==> config.mk <==
export PLATFORM = sky130hd
export DESIGN_NAME = fpCvtUnit
export DESIGN_NICKNAME = d
export VERILOG_FILES = /design/src/fpCvtPkg.sv /design/src/fpOperandUnpack.sv /design/src/cvtOperandFifo.sv /design/src/fpToIntConvert.sv /design/src/fpCvtUnit.sv
export VERILOG_INCLUDE_DIRS = /design/src
export SDC_FILE = /design/constraint.sdc
export NUM_CORES = 1
export LEC_CHECK = 0
export BUFFER_PORTS_ARGS = -buffer_cell sky130_fd_sc_hd__buf_2
export CAP_MARGIN = 15
export CORE_MARGIN = 4
export CORE_UTILIZATION = 30
export DETAILED_ROUTE_END_ITERATION = 10
export PLACE_DENSITY_LB_ADDON = 0.15
export SYNTH_ARGS = -nofsm -noshare
export SYNTH_HDL_FRONTEND = slang
export SYNTH_SLANG_ARGS = --single-unit
export TNS_END_PERCENT = 1
==> constraint.sdc <==
create_clock -name clk -period 11.4 [get_ports clk]
set_clock_uncertainty 0.15 [all_clocks]
set_input_delay 2.85 -clock clk [delete_from_list [all_inputs] [get_ports clk]]
set_output_delay 2.85 -clock clk [all_outputs]
set_load 0.03 [all_outputs]
==> src/fpCvt_settings.svh <==
//**************************************************************************
// float-to-integer converter settings
// exponent bias, operand buffer depth and operand widths
//**************************************************************************

`ifndef FPCVT_SETTINGS_SVH
`define FPCVT_SETTINGS_SVH

// bias of the common 16-bit exponent, shared by every operand format
`define FPCVT_EXP_BIAS 16'h7fff

// entries in the unpacked operand buffer
// 2, 4 and 8 are all valid choices
`define FPCVT_FIFO_DEPTH 4

// register-file operand width
`define FPCVT_OP_WIDTH 82

// integer result width
`define FPCVT_INT_WIDTH 64

`endif

==> src/fpCvtPkg.sv <==
//**************************************************************************
// float-to-integer converter types
// operand, exponent, mantissa and result vectors plus the format encoding
//**************************************************************************

`include "fpCvt_settings.svh"

package fpCvtPkg;

  // operand as it sits in the floating-point register file
  typedef logic [`FPCVT_OP_WIDTH-1:0] fpReg_t;

  // biased exponent, bias 0x7fff for every format
  typedef logic [15:0] cvtExp_t;

  // left-aligned mantissa with the leading one made explicit
  typedef logic [63:0] cvtMant_t;

  // two's-complement conversion result
  typedef logic [`FPCVT_INT_WIDTH-1:0] cvtInt_t;

  // operand format, one bit per format so it doubles as the strobe set
  typedef enum logic [3:0] {
    sng      = 4'b0001,
    dbl      = 4'b0010,
    ext      = 4'b0100,
    verbatim = 4'b1000
  } fpFmt_e;

endpackage

==> src/fpOperandUnpack.sv <==
//**************************************************************************
// operand unpacker
// splits a register operand into sign, rebiased exponent and mantissa
//**************************************************************************

`timescale 1ns/1ps

`include "fpCvt_settings.svh"

module fpOperandUnpack (
  input  logic               clk,
  input  logic               arstN,
  input  logic               en,
  input  fpCvtPkg::fpReg_t   A,
  input  fpCvtPkg::fpFmt_e   fmt,
  input  logic               is32b,
  output logic               unpValid,
  output logic               unpSign,
  output fpCvtPkg::cvtExp_t  unpExp,
  output fpCvtPkg::cvtMant_t unpMant,
  output logic               unpIs32b
);
  import fpCvtPkg::*;

  // ext and verbatim share this mantissa layout, bit 32 is skipped
  cvtMant_t mantExt;

  logic     fieldSign;
  cvtExp_t  fieldExp;
  cvtMant_t fieldMant;

  assign mantExt = {A[64:33], A[31:0]};

  //************************************************************************
  // field extraction
  //************************************************************************
  always_comb begin
    fieldSign = 1'b0;
    fieldExp  = '0;
    fieldMant = '0;
    case (fmt)
      ext: begin
        fieldSign = A[80];
        fieldExp  = {A[81], A[79:65]};
        fieldMant = mantExt;
      end
      dbl: begin
        fieldSign = A[64];
        // top exponent bit is copied into the bias gap
        fieldExp  = {A[63], {5{~A[63]}}, A[62:53]};
        fieldMant = {1'b1, A[52:33], A[31:0], 11'b0};
      end
      sng: begin
        fieldSign = A[31];
        fieldExp  = {A[30], {8{~A[30]}}, A[29:23]};
        fieldMant = {1'b1, A[22:0], 40'b0};
      end
      verbatim: begin
        // exponent 63 makes the converter return the mantissa as is
        fieldSign = 1'b0;
        fieldExp  = `FPCVT_EXP_BIAS + 16'd63;
        fieldMant = mantExt;
      end
      default: begin
        fieldSign = 1'b0;
        fieldExp  = '0;
        fieldMant = '0;
      end
    endcase
  end

  //************************************************************************
  // output register
  //************************************************************************
  always_ff @(posedge clk or negedge arstN) begin
    if (!arstN) begin
      unpValid <= 1'b0;
    end else begin
      unpValid <= en;
    end
  end

  always_ff @(posedge clk) begin
    if (en) begin
      unpSign  <= fieldSign;
      unpExp   <= fieldExp;
      unpMant  <= fieldMant;
      unpIs32b <= is32b;
    end
  end

endmodule

==> src/cvtOperandFifo.sv <==
//**************************************************************************
// unpacked operand FIFO
// holds operands between the unpacker and the converter
//**************************************************************************

`timescale 1ns/1ps

module cvtOperandFifo #(
  parameter int unsigned depth = 4
) (
  input  logic               clk,
  input  logic               arstN,
  input  logic               push,
  input  logic               inSign,
  input  fpCvtPkg::cvtExp_t  inExp,
  input  fpCvtPkg::cvtMant_t inMant,
  input  logic               inIs32b,
  input  logic               pop,
  output logic               outSign,
  output fpCvtPkg::cvtExp_t  outExp,
  output fpCvtPkg::cvtMant_t outMant,
  output logic               outIs32b,
  output logic               notEmpty,
  output logic               full
);
  import fpCvtPkg::*;

  localparam int unsigned ptrWidth = (depth > 1) ? $clog2(depth) : 1;
  localparam int unsigned cntWidth = $clog2(depth + 1);

  logic     memSign [depth];
  cvtExp_t  memExp  [depth];
  cvtMant_t memMant [depth];
  logic     memIs32b[depth];

  logic [ptrWidth-1:0] wrPtr;
  logic [ptrWidth-1:0] rdPtr;
  logic [cntWidth-1:0] count;
  logic                doPush;
  logic                doPop;

  // pointer advance with wrap at the last entry
  function automatic logic [ptrWidth-1:0] nextPtr(input logic [ptrWidth-1:0] ptr);
    if (ptr == ptrWidth'(depth - 1)) begin
      return '0;
    end
    return ptr + 1'b1;
  endfunction

  // a pop in the same cycle frees the head slot for a push into a full FIFO
  assign doPush = push & (~full | doPop);
  assign doPop  = pop & notEmpty;

  assign notEmpty = (count != '0);
  assign full     = (count == cntWidth'(depth));

  // head entry is visible without a register stage
  assign outSign  = memSign[rdPtr];
  assign outExp   = memExp[rdPtr];
  assign outMant  = memMant[rdPtr];
  assign outIs32b = memIs32b[rdPtr];

  always_ff @(posedge clk) begin
    if (doPush) begin
      memSign[wrPtr]  <= inSign;
      memExp[wrPtr]   <= inExp;
      memMant[wrPtr]  <= inMant;
      memIs32b[wrPtr] <= inIs32b;
    end
  end

  always_ff @(posedge clk or negedge arstN) begin
    if (!arstN) begin
      wrPtr <= '0;
      rdPtr <= '0;
      count <= '0;
    end else begin
      if (doPush) begin
        wrPtr <= nextPtr(wrPtr);
      end
      if (doPop) begin
        rdPtr <= nextPtr(rdPtr);
      end
      if (doPush && !doPop) begin
        count <= count + 1'b1;
      end else if (doPop && !doPush) begin
        count <= count - 1'b1;
      end
    end
  end

endmodule

==> src/fpToIntConvert.sv <==
//**************************************************************************
// float-to-integer converter
// two-stage shifter rounding toward minus infinity, with range saturation
//**************************************************************************

`timescale 1ns/1ps

`include "fpCvt_settings.svh"

module fpToIntConvert (
  input  logic               clk,
  input  logic               arstN,
  input  logic               clkEn,
  input  logic               notEmpty,
  input  logic               sign,
  input  fpCvtPkg::cvtExp_t  exp,
  input  fpCvtPkg::cvtMant_t mant,
  input  logic               is32b,
  output logic               pop,
  output fpCvtPkg::cvtInt_t  res,
  output logic               resValid
);
  import fpCvtPkg::*;

  // unbiased exponent above 63 or below -63
  localparam cvtExp_t expUpLimit = `FPCVT_EXP_BIAS + 16'd64;
  localparam cvtExp_t expDnLimit = `FPCVT_EXP_BIAS - 16'd63;

  // stage 1 combinational
  logic [64:0]  signedMant;
  logic [3:0]   coarseSel;
  logic [191:0] wideShift;
  logic [71:0]  coarseVal;
  logic         overUp;
  logic         underDn;

  // stage 1 registers
  logic [71:0]  s1Val;
  logic [2:0]   s1Fine;
  logic         s1Sign;
  logic         s1OverUp;
  logic         s1UnderDn;
  logic         s1Is32b;
  logic         s1Valid;

  // stage 2 combinational
  logic [71:0]  fineShift;
  cvtInt_t      fineVal;
  cvtInt_t      resNext;

  assign pop = clkEn & notEmpty;

  //************************************************************************
  // stage 1: range flags, negation and byte shift
  //************************************************************************
  assign overUp  = (exp >= expUpLimit);
  assign underDn = (exp < expDnLimit);

  // negating before an arithmetic shift gives floor for negative values
  assign signedMant = sign ? (65'd0 - {1'b0, mant}) : {1'b0, mant};

  // left shift amount is E+63, in range its low 7 bits are {~exp[7], exp[5:0]}
  assign coarseSel = {~exp[7], exp[5:3]};
  assign wideShift = {{127{signedMant[64]}}, signedMant} << {coarseSel, 3'b000};

  // window keeps 8 spare low bits for the fine shift
  assign coarseVal = wideShift[189:118];

  //************************************************************************
  // stage 2: bit shift and saturation
  //************************************************************************
  assign fineShift = s1Val >> (4'd8 - {1'b0, s1Fine});
  assign fineVal   = fineShift[`FPCVT_INT_WIDTH-1:0];

  always_comb begin
    if (s1OverUp) begin
      resNext = '0;
    end else if (s1UnderDn) begin
      resNext = {`FPCVT_INT_WIDTH{s1Sign}};
    end else begin
      resNext = fineVal;
    end
    // 32-bit requests drop the upper word whatever the range
    if (s1Is32b) begin
      resNext[`FPCVT_INT_WIDTH-1:`FPCVT_INT_WIDTH/2] = '0;
    end
  end

  //************************************************************************
  // pipeline registers
  //************************************************************************
  always_ff @(posedge clk or negedge arstN) begin
    if (!arstN) begin
      s1Valid  <= 1'b0;
      resValid <= 1'b0;
    end else begin
      resValid <= clkEn & s1Valid;
      if (clkEn) begin
        s1Valid <= pop;
      end
    end
  end

  always_ff @(posedge clk) begin
    if (pop) begin
      s1Val     <= coarseVal;
      s1Fine    <= exp[2:0];
      s1Sign    <= sign;
      s1OverUp  <= overUp;
      s1UnderDn <= underDn;
      s1Is32b   <= is32b;
    end
    if (clkEn && s1Valid) begin
      res <= resNext;
    end
  end

endmodule

==> src/fpCvtUnit.sv <==
//**************************************************************************
// float-to-integer conversion unit
// unpacker feeding a FIFO that feeds the two-stage converter
//**************************************************************************

`timescale 1ns/1ps

`include "fpCvt_settings.svh"

module fpCvtUnit (
  input  logic              clk,
  input  logic              arstN,
  input  logic              en,
  input  logic              clkEn,
  input  fpCvtPkg::fpReg_t  A,
  input  fpCvtPkg::fpFmt_e  fmt,
  input  logic              is32b,
  output fpCvtPkg::cvtInt_t res,
  output logic              resValid,
  output logic              busy
);
  import fpCvtPkg::*;

  // unpacker to FIFO
  logic     unpValid;
  logic     unpSign;
  cvtExp_t  unpExp;
  cvtMant_t unpMant;
  logic     unpIs32b;

  // FIFO head to converter
  logic     bufSign;
  cvtExp_t  bufExp;
  cvtMant_t bufMant;
  logic     bufIs32b;
  logic     bufNotEmpty;
  logic     bufPop;

  fpOperandUnpack unpack_i (
    .clk      (clk),
    .arstN    (arstN),
    .en       (en),
    .A        (A),
    .fmt      (fmt),
    .is32b    (is32b),
    .unpValid (unpValid),
    .unpSign  (unpSign),
    .unpExp   (unpExp),
    .unpMant  (unpMant),
    .unpIs32b (unpIs32b)
  );

  // a full FIFO is what the issuer sees as busy
  cvtOperandFifo #(
    .depth (`FPCVT_FIFO_DEPTH)
  ) fifo_i (
    .clk      (clk),
    .arstN    (arstN),
    .push     (unpValid),
    .inSign   (unpSign),
    .inExp    (unpExp),
    .inMant   (unpMant),
    .inIs32b  (unpIs32b),
    .pop      (bufPop),
    .outSign  (bufSign),
    .outExp   (bufExp),
    .outMant  (bufMant),
    .outIs32b (bufIs32b),
    .notEmpty (bufNotEmpty),
    .full     (busy)
  );

  fpToIntConvert convert_i (
    .clk      (clk),
    .arstN    (arstN),
    .clkEn    (clkEn),
    .notEmpty (bufNotEmpty),
    .sign     (bufSign),
    .exp      (bufExp),
    .mant     (bufMant),
    .is32b    (bufIs32b),
    .pop      (bufPop),
    .res      (res),
    .resValid (resValid)
  );

endmodule

# Word-level counts from Yosys, hierarchy flattened
# Memories as Yosys holds them, arrays and structs flattened. A register that Yosys moved wholly into a read port is not among the register bits.
# Index checks and enable logic that the tools add are counted.
[word_totals]
ff_bits = 234
mem_count = 4
word_cells = 73
inputBits = 91
out_inout_bits = 66
ram_bits = 328
[op_classes]
mux = 17
order_cmp = 2
reduce_logical = 9
eq_ne = 7
n_addsub = 6
bitwise_logic = 9
shift = 2
[mem_list]
columns = ["name", "words", "width", "rd", "rd_clocked_by_memory_dff", "write_ports", "line_no", "text"]
rows = [
  ["fifo_i.memMant", 4, 64, 1, 0, 1, "cvtOperandFifo.sv:33", "cvtMant_t memMant [depth];"],
  ["fifo_i.memExp", 4, 16, 1, 0, 1, "cvtOperandFifo.sv:32", "cvtExp_t memExp [depth];"],
  ["fifo_i.memIs32b", 4, 1, 1, 1, 1, "cvtOperandFifo.sv:34", "logic memIs32b[depth];"],
  ["fifo_i.memSign", 4, 1, 1, 0, 1, "cvtOperandFifo.sv:31", "logic memSign [depth];"],
]
[ops]
columns = ["op", "count"]
rows = [
  ["one-hot mux 64 bit (3 select lines)", 1],
  ["<< shifter 192 x 7 -> 190 bit", 1],
  ["right shift 72 x 4 -> 64 bit", 1],
  ["2-to-1 mux 65 bit", 1],
  ["subtractor 1 x 64 -> 65 bit (first input constant)", 1],
  ["2-to-1 mux 64 bit", 1],
  ["one-hot mux 16 bit (4 select lines)", 1],
  ["greater-or-equal comparator 16 bit (second input constant)", 1],
  ["< comparator 16 x 15 -> 1 bit (second input constant)", 1],
  ["2-to-1 mux 2 bit", 4],
  ["2-to-1 mux 1 bit", 6],
  ["2-to-1 mux 3 bit", 2],
  ["adder 2 x 1 -> 2 bit (second input constant)", 2],
  ["bitwise AND 1 bit", 4],
  ["equality test 2 bit (second input constant)", 2],
  ["equality test 4 x 1 -> 1 bit (second input constant)", 1],
  ["equality test 4 x 2 -> 1 bit (second input constant)", 1],
  ["equality test 4 x 3 -> 1 bit (second input constant)", 1],
  ["equality test 4 bit (second input constant)", 1],
  ["inverter 1 bit", 4],
  ["OR reduction 2 bit", 2],
  ["subtractor 4 x 3 -> 4 bit (first input constant)", 1],
  ["adder 3 x 1 -> 3 bit (second input constant)", 1],
  ["equality test 3 bit (second input constant)", 1],
  ["other kinds (7)", 10],
]

# Depth between registers and ports, before layout
# Gate-level depths: netlist (run 1).
[logic_depth]
word_depth = 9
depth_mapped = 17
depth_no_buf = 13

# Hierarchy
# A second synthesis (run 1) with hierarchy kept.
[unflattened]
cells_unflattened = 1978
area_unflattened_um2 = 27639.0
[by_module_without_submodules]
columns = ["mod", "n_inst", "seq_area_each_um2", "area_each_um2", "cells_each"]
rows = [
  ["cvtOperandFifo", 1, 10024.6, 12271.8, 465],
  ["fpToIntConvert", 1, 4194.0, 11628.7, 1268],
  ["fpOperandUnpack", 1, 2487.4, 3738.6, 245],
]

# Worst setup path after synthesis (run 1)
# No wires, ideal clock.
[synth_timing]
path_kind = "input to register"
startpoint = "in clkEn"
endpoint = "mem fifo_i.memExp[0][0] in the netlist's numbering (enable)"
t_arrival_ns = 5.187
path_slack_ns = 5.613
setup_time_ns = 0.449
cell_stages = 3
n_path_buf = 0
required_ns = 10.801
path_cell_list = "inv_1 > a21boi_1 > and2_1"
[synth_via]
elab_chain_cells = 6
[synth_rtl]
columns = ["element", "line_no", "text"]
rows = [
  ["from (decl)", "fpCvtUnit.sv:14", "input logic clkEn,"],
  ["bitwise AND 1 bit", "fpToIntConvert.sv:51", "assign pop = clkEn & notEmpty;"],
  ["bitwise AND 1 bit", "cvtOperandFifo.sv:52", "assign doPop = pop & notEmpty;"],
  ["OR 1 bit", "cvtOperandFifo.sv:51", "assign doPush = push & (~full | doPop);"],
  ["bitwise AND 1 bit", "cvtOperandFifo.sv:51", ""],
  ["via fifo_i.doPush", "cvtOperandFifo.sv:39", "logic doPush;"],
  ["2-to-1 mux 1 bit", "cvtOperandFifo.sv:64", "if (doPush) begin"],
  ["2-to-1 mux 1 bit (not written as such)", "cvtOperandFifo.sv:66", "memExp[wrPtr] <= inExp;"],
  ["to (decl)", "cvtOperandFifo.sv:32", ""],
]
# The timed path passes the listed nets, and every way through them passes these cells.

# Worst setup path in the final report (run 1)
[layout_timing]
startpoint = "reg fifo_i.rdPtr[1]"
endpoint = "reg convert_i.s1Val[11], data pin"
[layout_via]
elab_chain_cells = 4
word_cells_on_any_way = 7
cone_classes = "1 x add/sub; 1 x shift; 1 x mux; 1 x bitwise; 3 x memory"
[layout_rtl]
columns = ["element", "line_no", "text"]
rows = [
  ["from (decl)", "cvtOperandFifo.sv:37", "logic [ptrWidth-1:0] rdPtr;"],
  ["from (signal assigned)", "cvtOperandFifo.sv:82", "rdPtr <= nextPtr(rdPtr);"],
  ["memory (4 x 64 bit)", "n/a", ""],
  ["subtractor 1 x 64 -> 65 bit", "fpToIntConvert.sv:60", "assign signedMant = sign ? (65'd0 - {1'b0, mant}) : {1'b0, mant};"],
  ["2-to-1 mux 65 bit", "fpToIntConvert.sv:60", ""],
  ["<< shifter 192 x 7 -> 190 bit *", "fpToIntConvert.sv:64", "assign wideShift = {{127{signedMant[64]}}, signedMant} << {coarseSel, 3'b000};"],
  ["via convert_i.wideShift[129]", "fpToIntConvert.sv:32", "logic [191:0] wideShift;"],
  ["to (signal assigned)", "fpToIntConvert.sv:106", "s1Val <= coarseVal;"],
  ["to (decl)", "fpToIntConvert.sv:38", "logic [71:0] s1Val;"],
]
# Mark *: on every way through the listed nets, which the timed path passes. The rest lies on a longest branch.
# A chain may end at the register's enable or synchronous reset.

==> results of run 1 <==
per-stage QoR:
stage                     utilization  cell area [um^2]
after floorplan                     -             28600
after global placement          0.323             30700
after detailed placement        0.323             30700
after CTS                       0.344             32600
after global routing            0.344             32700
final                           0.344             32700
power by group through the flow:
stage	Combinational, mW	Sequential [mW]	Clock [mW]
after floorplan	3.92	3.25	0
after global placement	6.07	3.24	0
after detailed placement	6.04	3.27	0
after CTS	6.06	3.23	1.95
after global routing	6.52	3.27	2.04
final	6.08	3.21	1.89
final cells by class:
cell class              instances  area (um^2)
diodes                          1         2.50
clock buffers                  69         1580
clock inverters                43          368
fillers                      9199        62200
inverters                      44          168
multi-input cells            1399        11200
flip-flops and latches        558        16700
well taps                    1265         1580
repair buffers                192         1080
state kept, by name (all words and copies together) (netlist names), 3 cells and up:
| register | count |
|---|---|
| fifo_i.memIs32b | 4 |
| fifo_i.memMant | 256 |
| unpack_i.unpMant | 64 |
| fifo_i.memExp | 64 |
| fifo_i.memSign | 4 |
| unpack_i.unpExp | 16 |
| convert_i.s1Fine | 3 |
| convert_i.res | 64 |
| fifo_i.count | 3 |
| convert_i.s1Val | 67 |
worst max-delay path, cell delays in order, from the launching register on:
cell and delay, ps:
dfrtp_4 840, buf_4 750, mux4_2 520, inv_1 140, ha_1 210, and4b_1 240
o211ai_1 120, buf_4 200, nor3_1 820, nand4_1 460, nand2_2 280, inv_4 150
nor2_1 130, a211oi_1 70, a21oi_1 460, o2111ai_1 280
cells by family after synthesis:
kind of cell	after synthesis
mux	200
compound gates	554
flops	558
fa+ha+maj	10
xor+xnor	58
buf+inv	201
simple gates	577
placed cells by master (no fill, tap or decap), types with 41 or more instances in the layout:
cell,synthesis,routed
nor2_1,117,116
a211oi_1,49,49
nand3_1,48,48
edfxtp_1,548,548
mux4_2,130,130
mux2i_1,50,49
a21oi_1,150,150
buf_2,22,154
nand2_1,212,211
clkbuf_16,0,62
inv_1,42,41
o21ai_0,71,71
worst min-delay path by stage:
| stage | from | end | slack (ps) | depth (start not counted) |
|---|---|---|---|---|
| 2_1_floorplan | convert_i.s1Valid$_DFFE_PN0P_ | convert_i.s1Valid$_DFFE_PN0P_ | 300 | 1 |
| 3_3_place_gp | convert_i.s1Valid$_DFFE_PN0P_ | convert_i.s1Valid$_DFFE_PN0P_ | 310 | 1 |
| 3_5_place_dp | convert_i.s1Valid$_DFFE_PN0P_ | convert_i.s1Valid$_DFFE_PN0P_ | 320 | 1 |
| 4_1_cts | convert_i.s1Valid$_DFFE_PN0P_ | convert_i.s1Valid$_DFFE_PN0P_ | 330 | 1 |
| 5_1_grt | convert_i.s1Valid$_DFFE_PN0P_ | convert_i.s1Valid$_DFFE_PN0P_ | 340 | 1 |
| 6_report | convert_i.s1Valid$_DFFE_PN0P_ | convert_i.s1Valid$_DFFE_PN0P_ | 320 | 1 |
routing by layer:
metal	share of wire	GRT usage	wire, um
met3	0.053	0.0266	4860
met5	0	0	0
met4	0.028	0.0517	2600
met1	0.44	0.251	41000
met2	0.47	0.299	43800
==> impl_metrics.csv, run 1 <==
group,metric,value,unit
status,outcome,"finished clean",
sta,holdWs,320,ps
pwr,p_int,6.02,mW
sta,rsz0062_at_grt,"no",
synth,synth_top_flop_cell,"edfxtp_1",
setup_path,cp.required,11540,ps
clocking,clk-insertion-delay-late,640,ps
route,vias,19400,
synth,synthTopCellsByArea,"edfxtp_1 (58%), mux4_2 (10%), nand2_1 (2.8%)",
setup_path,crit_path_end,"convert_i.s1Val[11]$_DFFE_PP_",
sta,max_clock_freq,159,MHz
sta,fin_setup_tns,0,ps
synth,avgSynthCellArea,13.3,um^2
route,ant_nets,0,
route,wl,92200,um
placement,hpwlAfterDp,67100,um
clocking,root_buffer,"clkbuf_16",
placement,globalplace.congestion,0.954,
pwr,share_seq_of_total_power,0.288,
clocking,post_cts.repair.setup_buffers,0,
synth,yosysSeqAreaShare,0.584,
sta,drv_slew,0,
cells_and_area,drive_above_1_share,0.219,
setup_path,path_class,"reg -> reg",
synth,synth_edf_count,548,
placement,place_ws,5220,ps
clocking,clk_path_buf_depth,3,
clocking,cts_hold_buf,0,
route,avgViaCountPerCell,5.44,
grt,grt_util_all_layers,0.182,
grt,grt_overflow_total,0,
placement,numPortBuffers,155,
sta,fin_ws,5110,ps
sta,relSlewSlack,0.138,
route,first_pass_iters,7,
pwr,pwr-share-comb,0.543,
route,drt-initial-drc-count,1781,
cells_and_area,stdcell_count,3571,
synth,synth_top_family_by_area,"compound AO/OA/AOI/OAI gates",
synth,yosysWarnings,0,
floorplan,die_y,317,um
placement,dp.cells,3456,
pwr,p_sw_frac,0.462,
floorplan,die_area,100000,um^2
synth,synthArstFlopShare,0.0179,
floorplan,rows,113,
route,post_drt_wl_per_cell,25.8,um
grt,grt_antenna_before_repair,3,
synth,synth_top_area_frac,0.575,
floorplan,io_pins,157,
grt,grt_start_max_net_pins,81,
setup_path,r2r_slack,5110,ps
synth,synth_compound_area_frac,0.134,
synth,yosys.area.top_type,"edfxtp_1",
synth,yosysMostFrequentCell,"edfxtp_1",
clocking,cts.sinks,558,
synth,ys_ff_latch,558,
pwr,cellLeakagePower,11.0,nW
sta,worstMarginPinSlew,1280,ps
synth,yosysUniqueCellTypes,95,
sta,fin_crit_sh,0.552,
route,drc,0,
synth,synth_xor_area_frac,0.0180,
synth,synth_cells,2158,
clocking,clkTransAtPathRegs,60,ps
cells_and_area,synthToLayoutAreaGrowth,14.1,%
grt,grt_pass1_vias,19300,
synth,syn_area,28600,um^2
floorplan,fp.dieW,317,um
cells_and_area,fin_nets,2357,
setup_path,timing.rr.end,"convert_i.s1Val[11]$_DFFE_PP_",
synth,yosys.area_share.simple,0.102,
pwr,fin_total_pwr,11.2,mW
clocking,numCtsBuffers,61,
sta,hold_viol,0,
setup_path,worstRegToRegCells,15,
setup_path,timing.rr.start,"fifo_i.rdPtr[1]$_DFFE_PN0N_",
pwr,power_density,342,nW/um^2
setup_path,arrival,6430,ps
synth,synthAdderAreaFrac,0.00463,
run,max_cap_violations,0,
clocking,cts_max_level,2,
synth,synthMuxAreaShare,0.128,
clocking,ctsResizeCount,0,
min_path,hp-class,"reg -> reg",
setup_path,crit_path_end_kind,"flip-flop",
floorplan,start_util,0.302,
sta,setup_viol_count_final,0,
grt,grt_pass1_wl,135000,um
synth,syn-num-nets,2259,
pwr,clkPwrFrac,0.169,
sta,period_needed,6290,ps
pwr,max-vdd-ir-drop,0.188,mV
setup_path,crit_start,"fifo_i.rdPtr[1]$_DFFE_PN0N_",
synth,synth_common_cells,"edfxtp_1 (548), nand2_1 (212), a21oi_1 (150), mux4_2 (130), nor2_1 (117)",
setup_path,path_max_fanout,52,
clocking,cts_tree,"built",
setup_path,cp-start-kind,"flip-flop",
pwr,p_switching,5.16,mW
floorplan,core-area,94900,um^2
Power figures use the tool's default switching activity.
==> run 2: changes to the inputs <==
==> constraint.sdc (replaced) <==
create_clock -name clk -period 6.5 [get_ports clk]
set_clock_uncertainty 0.15 [all_clocks]
set_input_delay 1.625 -clock clk [delete_from_list [all_inputs] [get_ports clk]]
set_output_delay 1.625 -clock clk [all_outputs]
set_load 0.03 [all_outputs]
==> run 2 against run 1 <==
  * Worst hold slack improved by 2.6 ps
  * Setup slack got worse by 4300 ps
  * Combinational power rose by 78%
  * Clock-buffer cell count rose by 3
  * Via count rose by 2.0%
  * Maximum frequency rose by 11%
  * Sequential power rose by 76%
  * Non-clock buffer count rose by 22
  * Critical path type unchanged
  * Critical endpoint is now convert_i.s1Val[15]$_DFFE_PP_
  * Largest cell class unchanged
  * Highest routed layer unchanged
==> impl_metrics.csv, run 2 (synthesis gave the netlist of run 1 again) <==
group,metric,value,unit
route,avgViaCountPerCell,5.52,
setup_path,cp.required,6670,ps
setup_path,arrival,5830,ps
cells_and_area,fin_nets,2379,
clocking,numCtsBuffers,61,
cells_and_area,finalInstanceArea,32900,um^2
pwr,power_density,605,nW/um^2
status,outcome,"finished clean",
clocking,root_buffer,"clkbuf_16",
grt,grt_antenna_before_repair,3,
cells_and_area,mostFrequentLayoutCell,"edfxtp_1",
min_path,hold_depth,1,
sta,drv_slew,0,
sta,fin_setup_tns,0,ps
min_path,hp-class,"reg -> reg",
placement,dp.cells,3479,
sta,holdWs,323,ps
sta,period_needed,5660,ps
clocking,cts_max_level,2,
clocking,ctsResizeCount,0,
grt,grt_start_max_net_pins,78,
cells_and_area,reg_top3,"fifo_i.memMant (256), convert_i.s1Val (67)",
cells_and_area,mostFrequentLayoutCells,"edfxtp_1 (548), nand2_1 (211), buf_2 (154)",
clocking,cts_hold_buf,0,
clocking,clk_path_buf_depth,3,
route,first_pass_iters,8,
floorplan,fp.dieW,317,um
route,wl,94100,um
setup_path,cp-start-kind,"flip-flop",
clocking,clkTransAtPathRegs,60,ps
placement,hpwlAfterDp,69500,um
sta,worstMarginPinSlew,1130,ps
sta,fin_ws,841,ps
sta,max_clock_freq,177,MHz
pwr,max-vdd-ir-drop,0.252,mV
sta,rsz0062_at_grt,"no",
placement,place_ws,954,ps
min_path,worstHoldStart,"convert_i.s1Valid$_DFFE_PN0P_",
floorplan,die_area,100000,um^2
sta,setup_viol_count_final,0,
cells_and_area,synthToLayoutAreaGrowth,15.0,%
cells_and_area,regMostFlops,"fifo_i.memMant",
route,ant_nets,0,
sta,hold_viol,0,
floorplan,start_util,0.302,
cells_and_area,fin_util,0.347,
floorplan,core-area,94900,um^2
sta,fin_crit_sh,0.871,
grt,grt_overflow_total,0,
setup_path,worstRegToRegCells,12,
pwr,cellLeakagePower,11.1,nW
clocking,cts_tree,"built",
floorplan,io_pins,157,
floorplan,rows,113,
placement,numPortBuffers,155,
grt,grt_util_all_layers,0.187,
cells_and_area,largest_reg_flops,256,
route,drc,0,
grt,grt_pass1_wl,138000,um
grt,grt_pass1_vias,19900,
pwr,fin_total_pwr,19.9,mW
run,max_cap_violations,0,
route,vias,19800,
floorplan,die_y,317,um
setup_path,path_max_fanout,33,
cells_and_area,num_antenna_cells,0,
clocking,post_cts.repair.setup_buffers,0,
setup_path,timing.rr.start,"fifo_i.rdPtr[0]$_DFFE_PN0N_",
route,post_drt_wl_per_cell,26.2,um
setup_path,crit_start,"fifo_i.rdPtr[0]$_DFFE_PN0N_",
cells_and_area,drive_above_1_share,0.225,
placement,place_area,30900,um^2
sta,relSlewSlack,0.247,
clocking,clk-insertion-delay-late,660,ps
cells_and_area,stdcell_count,3594,
setup_path,crit_path_end_kind,"flip-flop",
placement,globalplace.congestion,0.946,
route,drt-initial-drc-count,1880,
clocking,cts.sinks,558,
setup_path,path_class,"reg -> reg",
[run 2: cell count changes in the layout (fill, tap and decap cells not counted), moves of 2 or more]
cell / previous run / this run
clkinvlp_4: 6 / 1
clkinv_1: 12 / 14
bufinv_16: 4 / 7
buf_4: 35 / 55
buf_12: 2 / 5
clkinv_2: 17 / 15
clkbuf_1: 7 / 10
[run 2: power by group]
| part | total, mW | leakage, nW | switching [mW] | internal (mW) |
|---|---|---|---|---|
| Sequential | 5.64 | 5.25 | 0.503 | 5.14 |
| Clock | 3.45 | 0.988 | 1.43 | 2.02 |
| Combinational | 10.8 | 4.89 | 7.18 | 3.62 |
[run 2: per-layer routing]
layer / global-route usage / part of all wire
met1: 0.259 / 0.45
met2: 0.303 / 0.47
met3: 0.0225 / 0.047
met4: 0.0639 / 0.033
met5: 0 / 0
[run 2: worst max-delay path, cell delays in order, from the launching register on]
cell and delay (ps):
dfrtp_4 880, buf_4 370, mux4_2 640, nor4_2 520, nand3_1 210, nor4_1 640, nand4_1 440, nand2_2 310
inv_4 170, nand2_1 170, o221ai_1 130, mux2i_1 340, o2111ai_1 270
[run 2: path summary, 6_finish.rpt]
kind                       slack, ps                             to
max                              840  convert_i.s1Val[15]$_DFFE_PP_
min                              320  convert_i.s1Valid$_DFFE_PN0P_
max reg2reg                      840  convert_i.s1Val[15]$_DFFE_PP_
min reg2reg                      320  convert_i.s1Valid$_DFFE_PN0P_
max in group asynchronous       5270    fifo_i.rdPtr[1]$_DFFE_PN0N_
min in group asynchronous        680   convert_i.resValid$_DFF_PN0_
[run 2: area by class of cell]
class	count	area [um^2]
tap	1265	1580
inverter	44	168
clock inverter	42	413
multi-input combinational	1399	11200
fill	9270	62000
clock buffer	72	1590
timing repair buffer	214	1280
sequential	558	16700
==> run 3: changes to the inputs <==
--- a/config.mk
+++ b/config.mk
@@ -6,8 +6,10 @@
 export SDC_FILE = /design/constraint.sdc
 export NUM_CORES = 1
 export LEC_CHECK = 0
+export ABC_AREA = 1
 export BUFFER_PORTS_ARGS = -buffer_cell sky130_fd_sc_hd__buf_2
 export CAP_MARGIN = 15
+export CORE_ASPECT_RATIO = 1.2
 export CORE_MARGIN = 4
 export CORE_UTILIZATION = 30
 export DETAILED_ROUTE_END_ITERATION = 10
==> run 3 against run 2 <==
  * Core utilization fell by 0.37 points
  * Setup slack better by 1300 ps
  * Non-clock buffer count is 16 lower
  * Wire length shrank 0.90%
  * Sequential share of layout area is 0.24 points higher
  * Register-to-register slack better by 1300 ps
  * Largest power group unchanged
  * Combinational power about the same
  * Die area is 1.1% higher
  * Clock-buffer cell count stayed put
  * Critical path depth is 2 lower
==> impl_metrics.csv, run 3 <==
group,metric,value,unit
status,outcome,"finished clean",
setup_path,path_class,"reg -> reg",
cells_and_area,synthToLayoutAreaGrowth,13.2,%
setup_path,worstRegToRegCells,10,
cells_and_area,finalInstanceArea,32700,um^2
setup_path,crit_path_end_kind,"flip-flop",
clocking,cts.sinks,558,
clocking,clk-insertion-delay-late,660,ps
setup_path,crit_slowest_cell,"inv_6",
floorplan,io_pins,157,
sta,hold_viol,0,
grt,grt_overflow_total,0,
sta,relSlewSlack,0.228,
sta,period_needed,4390,ps
clocking,ctsResizeCount,0,
synth,yosysWarnings,0,
sta,holdWs,343,ps
clocking,cts_tree,"built",
setup_path,crit_buf_inv,4,
cells_and_area,mostFrequentLayoutCells,"nand2_1 (1337), edfxtp_1 (548), nand3_1 (455)",
placement,place_area,30800,um^2
cells_and_area,drive_above_1_share,0.104,
grt,grt_pass1_vias,22000,
clocking,clk_path_buf_depth,3,
min_path,hp-class,"reg -> reg",
synth,ys_ff_latch,558,
setup_path,cp-start-kind,"flip-flop",
cells_and_area,fillers,9920,
cells_and_area,largest_reg_flops,256,
synth,synth_top_flop_cell,"edfxtp_1",
synth,synthMuxAreaShare,0.00450,
synth,yosysUniqueCellTypes,51,
run,max_cap_violations,0,
min_path,min_to,"convert_i.s1Valid$_DFFE_PN0P_",
route,post_drt_wl_per_cell,20.1,um
floorplan,start_util,0.303,
pwr,power_density,601,nW/um^2
floorplan,core-area,95400,um^2
route,avgViaCountPerCell,4.87,
clocking,clkTransAtPathRegs,60,ps
setup_path,cp_top_family,"buffers and inverters",
route,vias,22600,
cells_and_area,mostFrequentLayoutCell,"nand2_1",
floorplan,die_y,348,um
min_path,hold_depth,2,
placement,hpwlAfterDp,67200,um
setup_path,r2r_slack,2110,ps
synth,synth_xor_area_frac,0.00757,
synth,synth_top_area_frac,0.569,
clocking,root_buffer,"clkbuf_16",
floorplan,fp.dieW,291,um
synth,yosysSeqAreaShare,0.578,
synth,syn_area,28900,um^2
route,wl,93200,um
clocking,numCtsBuffers,61,
synth,avgSynthCellArea,8.87,um^2
synth,synth_edf_count,548,
synth,synthAdderAreaFrac,0.00459,
synth,syn-num-nets,3363,
cells_and_area,fin_util,0.343,
pwr,max-vdd-ir-drop,0.296,mV
clocking,cts_max_level,2,
setup_path,path_max_fanout,109,
sta,drv_slew,0,
route,first_pass_iters,6,
sta,fin_crit_sh,0.675,
min_path,worstHoldStart,"convert_i.s1Valid$_DFFE_PN0P_",
grt,grt_start_max_net_pins,110,
synth,synthTopCellsByArea,"edfxtp_1 (57%), nand2_1 (17%), nand3_1 (7.9%)",
placement,globalplace.congestion,0.945,
grt,grt_pass1_wl,139000,um
pwr,cellLeakagePower,13.0,nW
cells_and_area,fin_nets,3432,
sta,rsz0062_at_grt,"no",
setup_path,timing.rr.start,"fifo_i.rdPtr[0]$_DFFE_PN0N_",
setup_path,slowest_delay,590,ps
grt,grt_antenna_before_repair,1,
route,drt-initial-drc-count,1724,
clocking,cts_hold_buf,0,
synth,synth_common_cells,"nand2_1 (1339), edfxtp_1 (548), nand3_1 (455), nor2_1 (135), o21ai_0 (124)",
floorplan,rows,124,
synth,yosysMostFrequentCell,"nand2_1",
synth,synthArstFlopShare,0.0179,
synth,synth_cells,3262,
route,drc,0,
sta,max_clock_freq,228,MHz
route,ant_nets,0,
sta,setup_viol_count_final,0,
placement,numPortBuffers,155,
setup_path,arrival,4550,ps
setup_path,cp.required,6660,ps
setup_path,path_common_cell,"nand3_1",
synth,synth_compound_area_frac,0.0671,
sta,worstMarginPinSlew,1160,ps
synth,yosys.area_share.simple,0.287,
synth,synth_top_family_by_area,"simple AND/OR/NAND/NOR gates",
sta,fin_setup_tns,0,ps
cells_and_area,num_antenna_cells,0,
floorplan,die_area,101000,um^2
synth,yosys.area.top_type,"edfxtp_1",
setup_path,timing.rr.end,"convert_i.s1Val[7]$_DFFE_PP_",
setup_path,crit_chain,"inv_6 -> buf_4 -> nand2_1 -> a32oi_4 -> inv_1 -> buf_4 -> nand3_1 -> nand3_1 -> nand3_1 -> nand3_1",
clocking,post_cts.repair.setup_buffers,0,
grt,grt_util_all_layers,0.179,
cells_and_area,reg_top3,"fifo_i.memMant (256), convert_i.s1Val (67)",
cells_and_area,regMostFlops,"fifo_i.memMant",
[run 3: worst max-delay path by stage]
stage / slack [ps] / depth (start not counted) / start / endpoint
2_1_floorplan: 560 / 4 / clkEn / fifo_i.memExp[0][0]$_DFFE_PP_
3_3_place_gp: 2150 / 14 / fifo_i.rdPtr[0]$_DFFE_PN0N_ / convert_i.s1Val[3]$_DFFE_PP_
3_5_place_dp: 2150 / 14 / fifo_i.rdPtr[0]$_DFFE_PN0N_ / convert_i.s1Val[3]$_DFFE_PP_
4_1_cts: 2140 / 14 / fifo_i.rdPtr[0]$_DFFE_PN0N_ / convert_i.s1Val[3]$_DFFE_PP_
5_1_grt: 1760 / 14 / fifo_i.rdPtr[0]$_DFFE_PN0N_ / convert_i.s1Val[60]$_DFFE_PP_
6_report: 2110 / 10 / fifo_i.rdPtr[0]$_DFFE_PN0N_ / convert_i.s1Val[7]$_DFFE_PP_
[run 3: metrics by stage]
| stage | cells | setup WS [ps] | total power [mW] |
|---|---|---|---|
| 2_1_floorplan | 3262 | 563 | 13.0 |
| 3_3_place_gp | 4527 | 2150 | 16.4 |
| 3_5_place_dp | 4527 | 2150 | 16.4 |
| 4_1_cts | 4637 | 2140 | 19.8 |
| 5_1_grt | 4638 | 1760 | 21.3 |
| 6_report | 4638 | 2110 | 19.7 |
[run 3: layout make-up]
cell class	instances	area (um^2)	area share
tap	1260	1580	0.0482
sequential	558	16700	0.510
clock inverter	38	374	0.0114
multi-input combinational	2379	10800	0.330
timing repair buffer	198	1190	0.0363
clock buffer	72	1570	0.0479
inverter	133	505	0.0154
[run 3: cells by family after synthesis]
family                     count (synthesis)
and+or+nand+nor                         1998
DFF                                      558
AOI/OAI and AO/OA                        333
buffers and inverters                    325
xor gates and xnor gates                  25
muxes                                     13
adders and majority gates                 10
[run 3: tightest hold or removal path: stages, from the launching register on]
cell	delay (ps)
dfrtp_1	350
nand2_1	60
nand2_1	50
[run 3: metal layers]
layer | vias to the layer above | GRT usage | share of wire
li1 | 11200 | - | -
met1 | 10600 | 0.231 | 0.43
met2 | 604 | 0.302 | 0.48
met3 | 170 | 0.0215 | 0.039
met4 | 0 | 0.0834 | 0.053
met5 | - | 0 | 0
[run 3: power breakdown]
part,switching [mW],internal [mW],leakage [nW]
Sequential,0.402,5.16,5.26
Clock,1.44,1.92,0.950
Combinational,7.88,2.87,6.75
Total,9.72,9.95,13.0
